==> src/verilog/rv_shell_defs.svh <==
//////////////////////////////////////////////////////////////////////
// RISC-V shell sizes
// Data width, check bits and register file geometry
//////////////////////////////////////////////////////////////////////

`ifndef RV_SHELL_DEFS_SVH
`define RV_SHELL_DEFS_SVH

// Word layout
`define RV_XLEN     32
`define RV_ECC_BITS 7

// Register file geometry
`define RV_NUM_REGS 32
`define RV_REG_AW   5

`endif

==> src/verilog/rv_shell_pkg.sv <==
//////////////////////////////////////////////////////////////////////
// RISC-V shell package
// Register file word and address types plus the check-bit encoder
// shared by the register file and the read checker
//////////////////////////////////////////////////////////////////////

`default_nettype none

`include "rv_shell_defs.svh"

package rv_shell_pkg;

  typedef logic [`RV_REG_AW-1:0] reg_addr_t;

  // Check bits sit above the data in the stored word
  typedef struct packed {
    logic [`RV_ECC_BITS-1:0] ecc;
    logic [`RV_XLEN-1:0]     data;
  } rf_word_t;

  //////////////////////////////////////////////////////////////////////
  // (39,32) Hsiao style encoder
  //////////////////////////////////////////////////////////////////////

  // One data mask per check bit, bit 0 at the right
  localparam logic [`RV_ECC_BITS-1:0][`RV_XLEN-1:0] ECC_MASK = {
    32'h98505586,
    32'h2DCC624C,
    32'hC2C1323B,
    32'h31234ED1,
    32'h413D89AA,
    32'hDEBA8050,
    32'h2606BD25
  };

  function automatic logic [`RV_ECC_BITS-1:0] ecc_encode(
    input logic [`RV_XLEN-1:0] data
  );
    logic [`RV_ECC_BITS-1:0] ecc;
    ecc = '0;
    for (int i = 0; i < `RV_ECC_BITS; i++) begin
      ecc[i] = ^(data & ECC_MASK[i]);
    end
    return ecc;
  endfunction

endpackage

`default_nettype wire

==> src/verilog/rv_rf_read_if.sv <==
//////////////////////////////////////////////////////////////////////
// Register file read bundle
// Two read addresses and the two encoded words they select
//////////////////////////////////////////////////////////////////////

`timescale 1ns/1ns
`default_nettype none

interface rv_rf_read_if;

  rv_shell_pkg::reg_addr_t raddr_a;
  rv_shell_pkg::reg_addr_t raddr_b;
  rv_shell_pkg::rf_word_t  rword_a;
  rv_shell_pkg::rf_word_t  rword_b;

  // Storage side
  modport file (
    input  raddr_a,
    input  raddr_b,
    output rword_a,
    output rword_b
  );

  // Checker side, which also owns the addresses
  modport check (
    output raddr_a,
    output raddr_b,
    input  rword_a,
    input  rword_b
  );

endinterface

`default_nettype wire

==> src/verilog/rv_core_shell.sv <==
//////////////////////////////////////////////////////////////////////
// RISC-V core shell
// Wake control, ECC register file and read checker of a small core
//////////////////////////////////////////////////////////////////////

`timescale 1ns/1ns
`default_nettype none

`include "rv_shell_defs.svh"

module rv_core_shell (
  input  logic                    clk_i,
  input  logic                    rst_ni,

  // Wake sources
  input  logic                    fetch_enable_i,
  input  logic                    core_busy_i,
  input  logic                    debug_req_i,
  input  logic                    irq_pending_i,
  input  logic                    irq_nm_i,

  // Register file ports
  input  logic                    rf_we_i,
  input  rv_shell_pkg::reg_addr_t rf_waddr_i,
  input  logic [`RV_XLEN-1:0]     rf_wdata_i,
  input  rv_shell_pkg::reg_addr_t rf_raddr_a_i,
  input  rv_shell_pkg::reg_addr_t rf_raddr_b_i,
  output logic [`RV_XLEN-1:0]     rf_rdata_a_o,
  output logic [`RV_XLEN-1:0]     rf_rdata_b_o,

  // Status
  output logic                    core_sleep_o,
  output logic                    alert_major_o
);

  logic clock_en;

  rv_rf_read_if rf_rd_if ();

  rv_wake_ctrl u_wake_ctrl (
    .clk_i          (clk_i),
    .rst_ni         (rst_ni),
    .fetch_enable_i (fetch_enable_i),
    .core_busy_i    (core_busy_i),
    .debug_req_i    (debug_req_i),
    .irq_pending_i  (irq_pending_i),
    .irq_nm_i       (irq_nm_i),
    .clock_en_o     (clock_en),
    .core_sleep_o   (core_sleep_o)
  );

  // Clock enable qualifies writes in place of a gated clock
  rv_regfile_ecc u_regfile (
    .clk_i      (clk_i),
    .rst_ni     (rst_ni),
    .clock_en_i (clock_en),
    .we_i       (rf_we_i),
    .waddr_i    (rf_waddr_i),
    .wdata_i    (rf_wdata_i),
    .rd         (rf_rd_if.file)
  );

  rv_rf_check u_rf_check (
    .clk_i         (clk_i),
    .rst_ni        (rst_ni),
    .raddr_a_i     (rf_raddr_a_i),
    .raddr_b_i     (rf_raddr_b_i),
    .rd            (rf_rd_if.check),
    .rdata_a_o     (rf_rdata_a_o),
    .rdata_b_o     (rf_rdata_b_o),
    .alert_major_o (alert_major_o)
  );

endmodule

`default_nettype wire

==> src/verilog/rv_regfile_ecc.sv <==
//////////////////////////////////////////////////////////////////////
// ECC register file
// 32 encoded words, one write port qualified by the clock enable and
// two combinational read ports; x0 always reads as encoded zero
//////////////////////////////////////////////////////////////////////

`timescale 1ns/1ns
`default_nettype none

`include "rv_shell_defs.svh"

module rv_regfile_ecc (
  input  logic                    clk_i,
  input  logic                    rst_ni,
  input  logic                    clock_en_i,
  input  logic                    we_i,
  input  rv_shell_pkg::reg_addr_t waddr_i,
  input  logic [`RV_XLEN-1:0]     wdata_i,
  rv_rf_read_if.file              rd
);

  rv_shell_pkg::rf_word_t zero_word;
  rv_shell_pkg::rf_word_t wword;
  rv_shell_pkg::rf_word_t rf_q  [1:`RV_NUM_REGS-1];
  rv_shell_pkg::rf_word_t rf_rd [`RV_NUM_REGS];
  logic [`RV_NUM_REGS-1:1] we_dec;
  logic                    wr_go;

  assign zero_word.ecc  = rv_shell_pkg::ecc_encode('0);
  assign zero_word.data = '0;

  // Encode once at the write port
  assign wword.ecc  = rv_shell_pkg::ecc_encode(wdata_i);
  assign wword.data = wdata_i;

  // Writes only land while the shell is awake
  assign wr_go = clock_en_i & we_i;

  //////////////////////////////////////////////////////////////////////
  // Storage for x1 to x31
  //////////////////////////////////////////////////////////////////////

  for (genvar i = 1; i < `RV_NUM_REGS; i++) begin : gen_entry
    assign we_dec[i] = wr_go && (waddr_i == rv_shell_pkg::reg_addr_t'(i));

    always_ff @(posedge clk_i or negedge rst_ni) begin
      if (!rst_ni) begin
        rf_q[i] <= zero_word;
      end else if (we_dec[i]) begin
        rf_q[i] <= wword;
      end
    end

    entry_hold_a : assert property (
      @(posedge clk_i) disable iff (!rst_ni)
      !clock_en_i |=> $stable(rf_q[i])
    );
  end

  //////////////////////////////////////////////////////////////////////
  // Read ports
  //////////////////////////////////////////////////////////////////////

  // x0 is hardwired, the rest come from the flops
  always_comb begin
    rf_rd[0] = zero_word;
    for (int i = 1; i < `RV_NUM_REGS; i++) begin
      rf_rd[i] = rf_q[i];
    end
  end

  assign rd.rword_a = rf_rd[rd.raddr_a];
  assign rd.rword_b = rf_rd[rd.raddr_b];

endmodule

`default_nettype wire

==> src/verilog/rv_rf_check.sv <==
//////////////////////////////////////////////////////////////////////
// Register file read check
// Recomputes the check bits of both read words, returns the data and
// raises a registered major alert on any mismatch
//////////////////////////////////////////////////////////////////////

`timescale 1ns/1ns
`default_nettype none

`include "rv_shell_defs.svh"

module rv_rf_check (
  input  logic                    clk_i,
  input  logic                    rst_ni,
  input  rv_shell_pkg::reg_addr_t raddr_a_i,
  input  rv_shell_pkg::reg_addr_t raddr_b_i,
  rv_rf_read_if.check             rd,
  output logic [`RV_XLEN-1:0]     rdata_a_o,
  output logic [`RV_XLEN-1:0]     rdata_b_o,
  output logic                    alert_major_o
);

  logic [`RV_ECC_BITS-1:0] syn_a;
  logic [`RV_ECC_BITS-1:0] syn_b;
  logic                    err_any;
  logic                    alert_q;

  // Addresses go straight to the file
  assign rd.raddr_a = raddr_a_i;
  assign rd.raddr_b = raddr_b_i;

  assign rdata_a_o = rd.rword_a.data;
  assign rdata_b_o = rd.rword_b.data;

  //////////////////////////////////////////////////////////////////////
  // Syndrome
  //////////////////////////////////////////////////////////////////////

  // Nonzero syndrome means the stored word was disturbed
  assign syn_a = rv_shell_pkg::ecc_encode(rd.rword_a.data) ^ rd.rword_a.ecc;
  assign syn_b = rv_shell_pkg::ecc_encode(rd.rword_b.data) ^ rd.rword_b.ecc;

  assign err_any = (|syn_a) | (|syn_b);

  always_ff @(posedge clk_i or negedge rst_ni) begin
    if (!rst_ni) begin
      alert_q <= 1'b0;
    end else begin
      alert_q <= err_any;
    end
  end

  assign alert_major_o = alert_q;

  // Catches undriven addresses or storage leaking X into the alert
  alert_known_a : assert property (
    @(posedge clk_i) disable iff (!rst_ni)
    !$isunknown(alert_major_o)
  );

endmodule

`default_nettype wire

==> src/verilog/rv_wake_ctrl.sv <==
//////////////////////////////////////////////////////////////////////
// Wake control
// Sticky fetch enable and busy register, combined with the debug and
// interrupt levels into the clock enable and the sleep flag
//////////////////////////////////////////////////////////////////////

`timescale 1ns/1ns
`default_nettype none

module rv_wake_ctrl (
  input  logic clk_i,
  input  logic rst_ni,
  input  logic fetch_enable_i,
  input  logic core_busy_i,
  input  logic debug_req_i,
  input  logic irq_pending_i,
  input  logic irq_nm_i,
  output logic clock_en_o,
  output logic core_sleep_o
);

  logic fetch_enable_q;
  logic core_busy_q;
  logic wake_src;

  // Fetch enable is taken once and held until reset
  always_ff @(posedge clk_i or negedge rst_ni) begin
    if (!rst_ni) begin
      fetch_enable_q <= 1'b0;
    end else if (fetch_enable_i) begin
      fetch_enable_q <= 1'b1;
    end
  end

  always_ff @(posedge clk_i or negedge rst_ni) begin
    if (!rst_ni) begin
      core_busy_q <= 1'b0;
    end else begin
      core_busy_q <= core_busy_i;
    end
  end

  // Live debug and interrupt levels wake without delay
  assign wake_src     = core_busy_q | debug_req_i | irq_pending_i | irq_nm_i;
  assign clock_en_o   = fetch_enable_q & wake_src;
  assign core_sleep_o = ~clock_en_o;

  fetch_enable_sticky_a : assert property (
    @(posedge clk_i) disable iff (!rst_ni)
    fetch_enable_q |=> fetch_enable_q
  );

endmodule

`default_nettype wire
==> config.mk <==
export PLATFORM = sky130hd
export DESIGN_NAME = rv_core_shell
export DESIGN_NICKNAME = d
export VERILOG_FILES = /design/src/verilog/rv_shell_pkg.sv /design/src/verilog/rv_rf_read_if.sv /design/src/verilog/rv_core_shell.sv /design/src/verilog/rv_regfile_ecc.sv /design/src/verilog/rv_rf_check.sv /design/src/verilog/rv_wake_ctrl.sv
export VERILOG_INCLUDE_DIRS = /design/src /design/src/verilog
export SDC_FILE = /design/constraint.sdc
export NUM_CORES = 2
export LEC_CHECK = 0
export BUFFER_PORTS_ARGS = -buffer_cell sky130_fd_sc_hd__buf_4
export CAP_MARGIN = 0
export CORE_ASPECT_RATIO = 0.75
export CORE_MARGIN = 5
export CORE_UTILIZATION = 30
export DETAILED_ROUTE_END_ITERATION = 7
export HOLD_SLACK_MARGIN = 0.02
export PLACE_DENSITY = 0.46
export SLEW_MARGIN = 5
export SYNTH_ARGS = -nofsm -noshare
export SYNTH_HDL_FRONTEND = slang
export SYNTH_SLANG_ARGS = --single-unit
export TNS_END_PERCENT = 10
==> constraint.sdc <==
create_clock -name clk_i -period 3.9 [get_ports clk_i]
set_input_delay 0.39 -clock clk_i [delete_from_list [all_inputs] [get_ports clk_i]]
set_output_delay 0.39 -clock clk_i [all_outputs]
set_load 0.02 [all_outputs]
# Word-level counts from Yosys, hierarchy flattened
# Cells that the tools add are included.
# classes
bitwise	11
order_cmp	2
eq_ne	31
n_reduce_logical	54
muxes	6
# ops
op	count
$reduce_xor A32 Y1	21
$bmux W39 S5	2
$mux W39	4
$eq A5 B5 Y1 const B	16
$eq A5 B4 Y1 const B	8
$logic_and A1 B1 Y1	31
$eq A5 B3 Y1 const B	4
$reduce_or A7 Y1	2
$xor A7 B7 Y7	2
$ge A6 B6 Y1 const B	2
$not A5 Y6	2
$eq A5 B2 Y1 const B	2
$eq A5 B1 Y1 const B	1
$or A1 B1 Y1	4
$and A1 B1 Y1	2
$not A1 Y1	1
# word_totals
in_bits	55
word_cells	169
reg_bits	1212

# Longest topological paths before layout
# logic_depth
depth_word	8
ltp_mapped	19
depth_no_buf	11

# By module
# A second synthesis with hierarchy kept.
# hier_totals
hier_cells	4683
hier_area_um2	66572.6
# modules_own_cells
module	area_per_inst_um2	instances	cells_per_inst	seq_area_each_um2
rv_regfile_ecc	64513.1	1	4465	30254.0
rv_rf_check	1983.2	1	213	25.0
rv_wake_ctrl	76.3	1	5	50.0

# Least setup slack after synthesis
# No wires, ideal clock.
# synth_path
path_type	input to register
start	input port rf_raddr_b_i[0]
end	register u_rf_check.alert_q, in the netlist u_rf_check.alert_major_o
required_time_ps	3753
path_stages	15
path_slack_ps	-60
arrival_ps	3813
cell_sequence	buf_4 -> buf_4 -> buf_4 -> buf_4 -> buf_2 -> mux2i_1 -> o221ai_1 -> a21oi_1 -> o31ai_1 -> xnor2_1 -> xnor2_1 -> xnor3_1 -> mux2i_1 -> a2111oi_2 -> o2111ai_1
# synth_via
elab_chain_cells	8
elab_cells_between_ends	14
classes_between	mux: 3; bitwise: 3; reduce/logical: 8
# synth_lines
item	line_no	text
start, declared	rv_core_shell.sv:27	input rv_shell_pkg::reg_addr_t rf_raddr_b_i,
$not A5 Y6 (not written as such) *	rv_regfile_ecc.sv:73	assign rd.rword_b = rf_rd[rd.raddr_b];
$bmux W39 S5 *	rv_regfile_ecc.sv:73	
$mux W39 (not written as such) * (2 in a row)	rv_regfile_ecc.sv:73	
net rf_rdata_b_o[4]	rv_core_shell.sv:29	output logic [`RV_XLEN-1:0] rf_rdata_b_o,
$reduce_xor A32 Y1	rv_shell_pkg.sv:42	ecc[i] = ^(data & ECC_MASK[i]);
$xor A7 B7 Y7 *	rv_rf_check.sv:41	assign syn_b = rv_shell_pkg::ecc_encode(rd.rword_b.data) ^ rd.rword_b.ecc;
$reduce_or A7 Y1 *	rv_rf_check.sv:43	assign err_any = (|syn_a) | (|syn_b);
$or A1 B1 Y1 *	rv_rf_check.sv:43	
net u_rf_check.err_any	rv_rf_check.sv:25	logic err_any;
end signal, assigned	rv_rf_check.sv:49	alert_q <= err_any;
end, declared	rv_rf_check.sv:26	logic alert_q;
# Mark *: on every way through the listed nets, which the timed path passes. The rest lies on a longest branch. The select of a mux whose other input is x is not followed.
# A chain may end at the register's enable or synchronous reset.

# Worst setup path in the final report
# layout_path
start	register u_regfile.rf_q[1042] in the netlist's numbering
end	register u_rf_check.alert_q, in the netlist u_rf_check.alert_major_o
# layout_via
elab_chain_cells	7
elab_cells_between_ends	17
classes_between	mux: 6; bitwise: 3; reduce/logical: 8
# layout_lines
item	line_no	text
start, declared	rv_regfile_ecc.sv:24	rv_shell_pkg::rf_word_t rf_q [1:`RV_NUM_REGS-1];
start signal, assigned by index	rv_regfile_ecc.sv:48	rf_q[i] <= zero_word;
start signal, assigned by index	rv_regfile_ecc.sv:50	rf_q[i] <= wword;
$bmux W39 S5 (on tied branches)	rv_regfile_ecc.sv:72, rv_regfile_ecc.sv:73	
$mux W39 (on tied branches) (2 in a row)	rv_regfile_ecc.sv:72, rv_regfile_ecc.sv:73	
$reduce_xor A32 Y1	rv_shell_pkg.sv:42	
$xor A7 B7 Y7 (on tied branches)	rv_rf_check.sv:40, rv_rf_check.sv:41	
$reduce_or A7 Y1	rv_rf_check.sv:43	
$or A1 B1 Y1 *	rv_rf_check.sv:43	
net u_rf_check.err_any	rv_rf_check.sv:25	
# Marked as above.

==> flow_metrics.tcl <==
set metrics [dict create \
    reg2reg_from "u_regfile.rf_q[1042]$_DFFE_PN0P_" \
    critical_path.cell_chain "mux4_1 -> mux4_2 -> mux2i_1 -> buf_4 -> xor2_2 -> xnor3_1 -> xnor3_1 -> nor2_1 -> mux2i_1 -> a2111oi_2 -> o2111ai_1" \
    multi_input_area_mm2 0.0344 \
    yosys-top-cells-area "dfrtp_1 45%, mux2_2 18%, mux4_2 17%" \
    path_max_fanout 3 \
    postCtsSetupBuffers 0 \
    clock-root-buffer "clkbuf_16" \
    avgSynthCellArea_um2 14.0 \
    fin_skew_ps 40.2 \
    final_net_count 5238 \
    hold_end "u_regfile.rf_q[11]$_DFFE_PN0P_" \
    comb_power_share 0.296 \
    synth.distinct_cells 71 \
    port_buffers 120 \
    maxCapViolCount 0 \
    fmax_ghz 0.267 \
    ys_seq_elements 1212 \
    start_util 0.301 \
    swShare 0.317 \
    htreeDepth 4 \
    synth-async-reset-ratio 1.00 \
    fin_setup_tns_ps 0 \
    critPathRequiredTime_ps 4560 \
    min_path_type "in -> reg" \
    ir_drop_v 0.000382 \
    via_per_inst 5.74 \
    critPathCaptureType "register" \
    hp-start "rf_wdata_i[11]" \
    ys_warn_count 0 \
    drtAntennaViolNets 0 \
    clk_pin_slew_ps 70 \
    tightest_slew_ps 1150 \
    rsz0062_at_grt "no" \
    pre_cts_ws_ps -613 \
    cpPeakStageDelay_ps 510 \
    drive_gt1_frac 0.495 \
    dp.cells 8000 \
    slew_viol_final 0 \
    place.gp.congestion 0.864 \
    dp_hpwl_um 190000 \
    die_h_um 419 \
    p_clk_frac 0.312 \
    gr-total-overflow 0 \
    finalPower_w 0.0447 \
    synth_top_area_cell "dfrtp_1" \
    synthCells 4791 \
    fin_crit_ps 3750 \
    synthToLayoutAreaGrowth_pct 20.2 \
    power_leakage_nw 34.9 \
    rows 150 \
    crit_arrival_ps 4410 \
    cts_tree "done" \
    fillers 21500 \
    finalHoldViolCount 0 \
    dieWidth_um 555 \
    crit_type "reg -> reg" \
    drt_iter0_drc 4906 \
    seq_area_frac_synth 0.454 \
    dieArea_mm2 0.232 \
    seq_power_share 0.392 \
    grt_usage 0.240 \
    critPathSlowestCell "mux4_2" \
    grt_pass1_vias 47100 \
    cts_buffers 142 \
    synth_most_common_cell "dfrtp_1" \
    powerDensity_mw_per_mm2 557 \
    synth_edf_count 0 \
    final.setup.worst_slack_ps 154 \
    status "complete, no violations" \
    switchingPower_w 0.0142 \
    core_region_area_mm2 0.222 \
    slew_headroom 0.234 \
    start_kind "register" \
    cts_sinks 1212 \
    grt_max_degree 98 \
    worst-r2r-cell-count 11 \
    clockBufferDepth 4 \
    period_share 0.961 \
    synth_top_area_frac 0.454 \
    post_drt_wl_per_cell_um 34.3 \
    crit_buf_inv 1 \
    finish.utilization 0.362 \
    io_pins 121 \
    setup_viol 0 \
    syn-num-nets 4846 \
    r2r-end "u_rf_check.alert_major_o$_DFF_PN0_" \
    synth_common_cells "1212 x dfrtp_1, 1096 x mux2_2, 505 x mux4_2" \
    netlist_area_mm2 0.0668 \
    grt_first_pass_wirelength_um 396000 \
    vias 47300 \
    clk_latency_ps 790 \
    antenna_found_initial 16 \
    hold-path-cell-count 2 \
    register_area_mm2 0.0303 \
    setup.worst_path.start "u_regfile.rf_q[1042]$_DFFE_PN0P_" \
    wirelength_um 283000 \
    drc 0 \
    r2r_slack_ps 150 \
    cell_internal_pwr_w 0.0305 \
    stdcell_count 8252 \
    first_pass_iters 5 \
    synth_ff_type "dfrtp_1" \
    cpLargestDelayFamily "multiplexers" \
]
-- final cells by class --
type | instances | share of cell area
tap | 2964 | 0.0462
timing repair buffer | 721 | 0.0873
sequential | 1212 | 0.377
clock buffer | 199 | 0.0519
inverter | 49 | 0.00237
clock inverter | 45 | 0.00690
multi-input combinational | 3057 | 0.428
antenna | 5 | 0.000156
-- metal layers --
metal	track usage	share of wire	vias to the layer above
li1	-	-	18900
met1	0.370	0.47	26000
met2	0.344	0.42	2034
met3	0.0455	0.075	364
met4	0.0610	0.028	4
met5	0	0.000095	-
-- power by group through the flow --
stage | clock network [W] | logic (W) | registers (W)
final | 0.0140 | 0.0132 | 0.0175
after global routing | 0.0147 | 0.0141 | 0.0178
after floorplan | 0 | 0.00857 | 0.0168
after global placement | 0 | 0.0130 | 0.0176
after CTS | 0.0142 | 0.0132 | 0.0174
after detailed placement | 0 | 0.0131 | 0.0176
-- worst max path at each step --
stage / end / cells after the start
after detailed placement: u_rf_check.alert_major_o$_DFF_PN0_ / 13
after global placement: u_rf_check.alert_major_o$_DFF_PN0_ / 15
after CTS: u_rf_check.alert_major_o$_DFF_PN0_ / 12
after floorplan: u_rf_check.alert_major_o$_DFF_PN0_ / 15
final: u_rf_check.alert_major_o$_DFF_PN0_ / 11
after global routing: u_rf_check.alert_major_o$_DFF_PN0_ / 12
-- through the flow --
stage	instance area, um2	hold slack [ps]
2_1_floorplan	66900	94.4
3_3_place_gp	75600	453
3_5_place_dp	75600	436
4_1_cts	80300	100
5_1_grt	80300	135
6_report	80400	151
-- cell families (layout without fill, tap and decap cells) --
group                     count (synthesis)  after routing  synth area share
buffers and inverters                   522           1014            0.0376
DFF                                    1212           1212             0.454
and+or+nand+nor                         480            480            0.0306
muxes                                  1828           1828             0.397
other                                     0              5                 0
AOI/OAI and AO/OA                       554            554            0.0534
xor gates and xnor gates                195            195            0.0280
-- timing repair --
item                                    CTS  global route
hold buffers                              3             0
endpoints found under the hold margin    68             0
endpoints found under the setup margin    0             1
gates resized for setup                   0             3
-- registers in the layout, summed over array words and instances, names as in the netlist --
| signal | flops |
|---|---|
| u_regfile.rf_q | 1209 |
| u_rf_check.alert_major_o | 1 |
| u_wake_ctrl.core_busy_q | 1 |
| u_wake_ctrl.fetch_enable_q | 1 |
-- layout by cell type (no fill, tap or decap), types with 33 or more instances in the layout --
master     Yosys  routed
nor2_1       221     206
a22oi_1       40      40
mux2_2      1096    1096
o221ai_1      33      33
buf_4         46     588
xnor2_1      147     141
a221oi_1      34      34
a22o_1        36      36
o21ai_0      104     102
clkbuf_8       1      33
clkbuf_16      0     146
dfrtp_1     1212    1212
inv_1         47      45
mux4_2       505     505
buf_12         6     124
a21oi_1      191     191
o22ai_1       45      44
mux2i_1      194     194
nand2_1      152     143
Note: power is estimated with default switching activity, not from simulation.
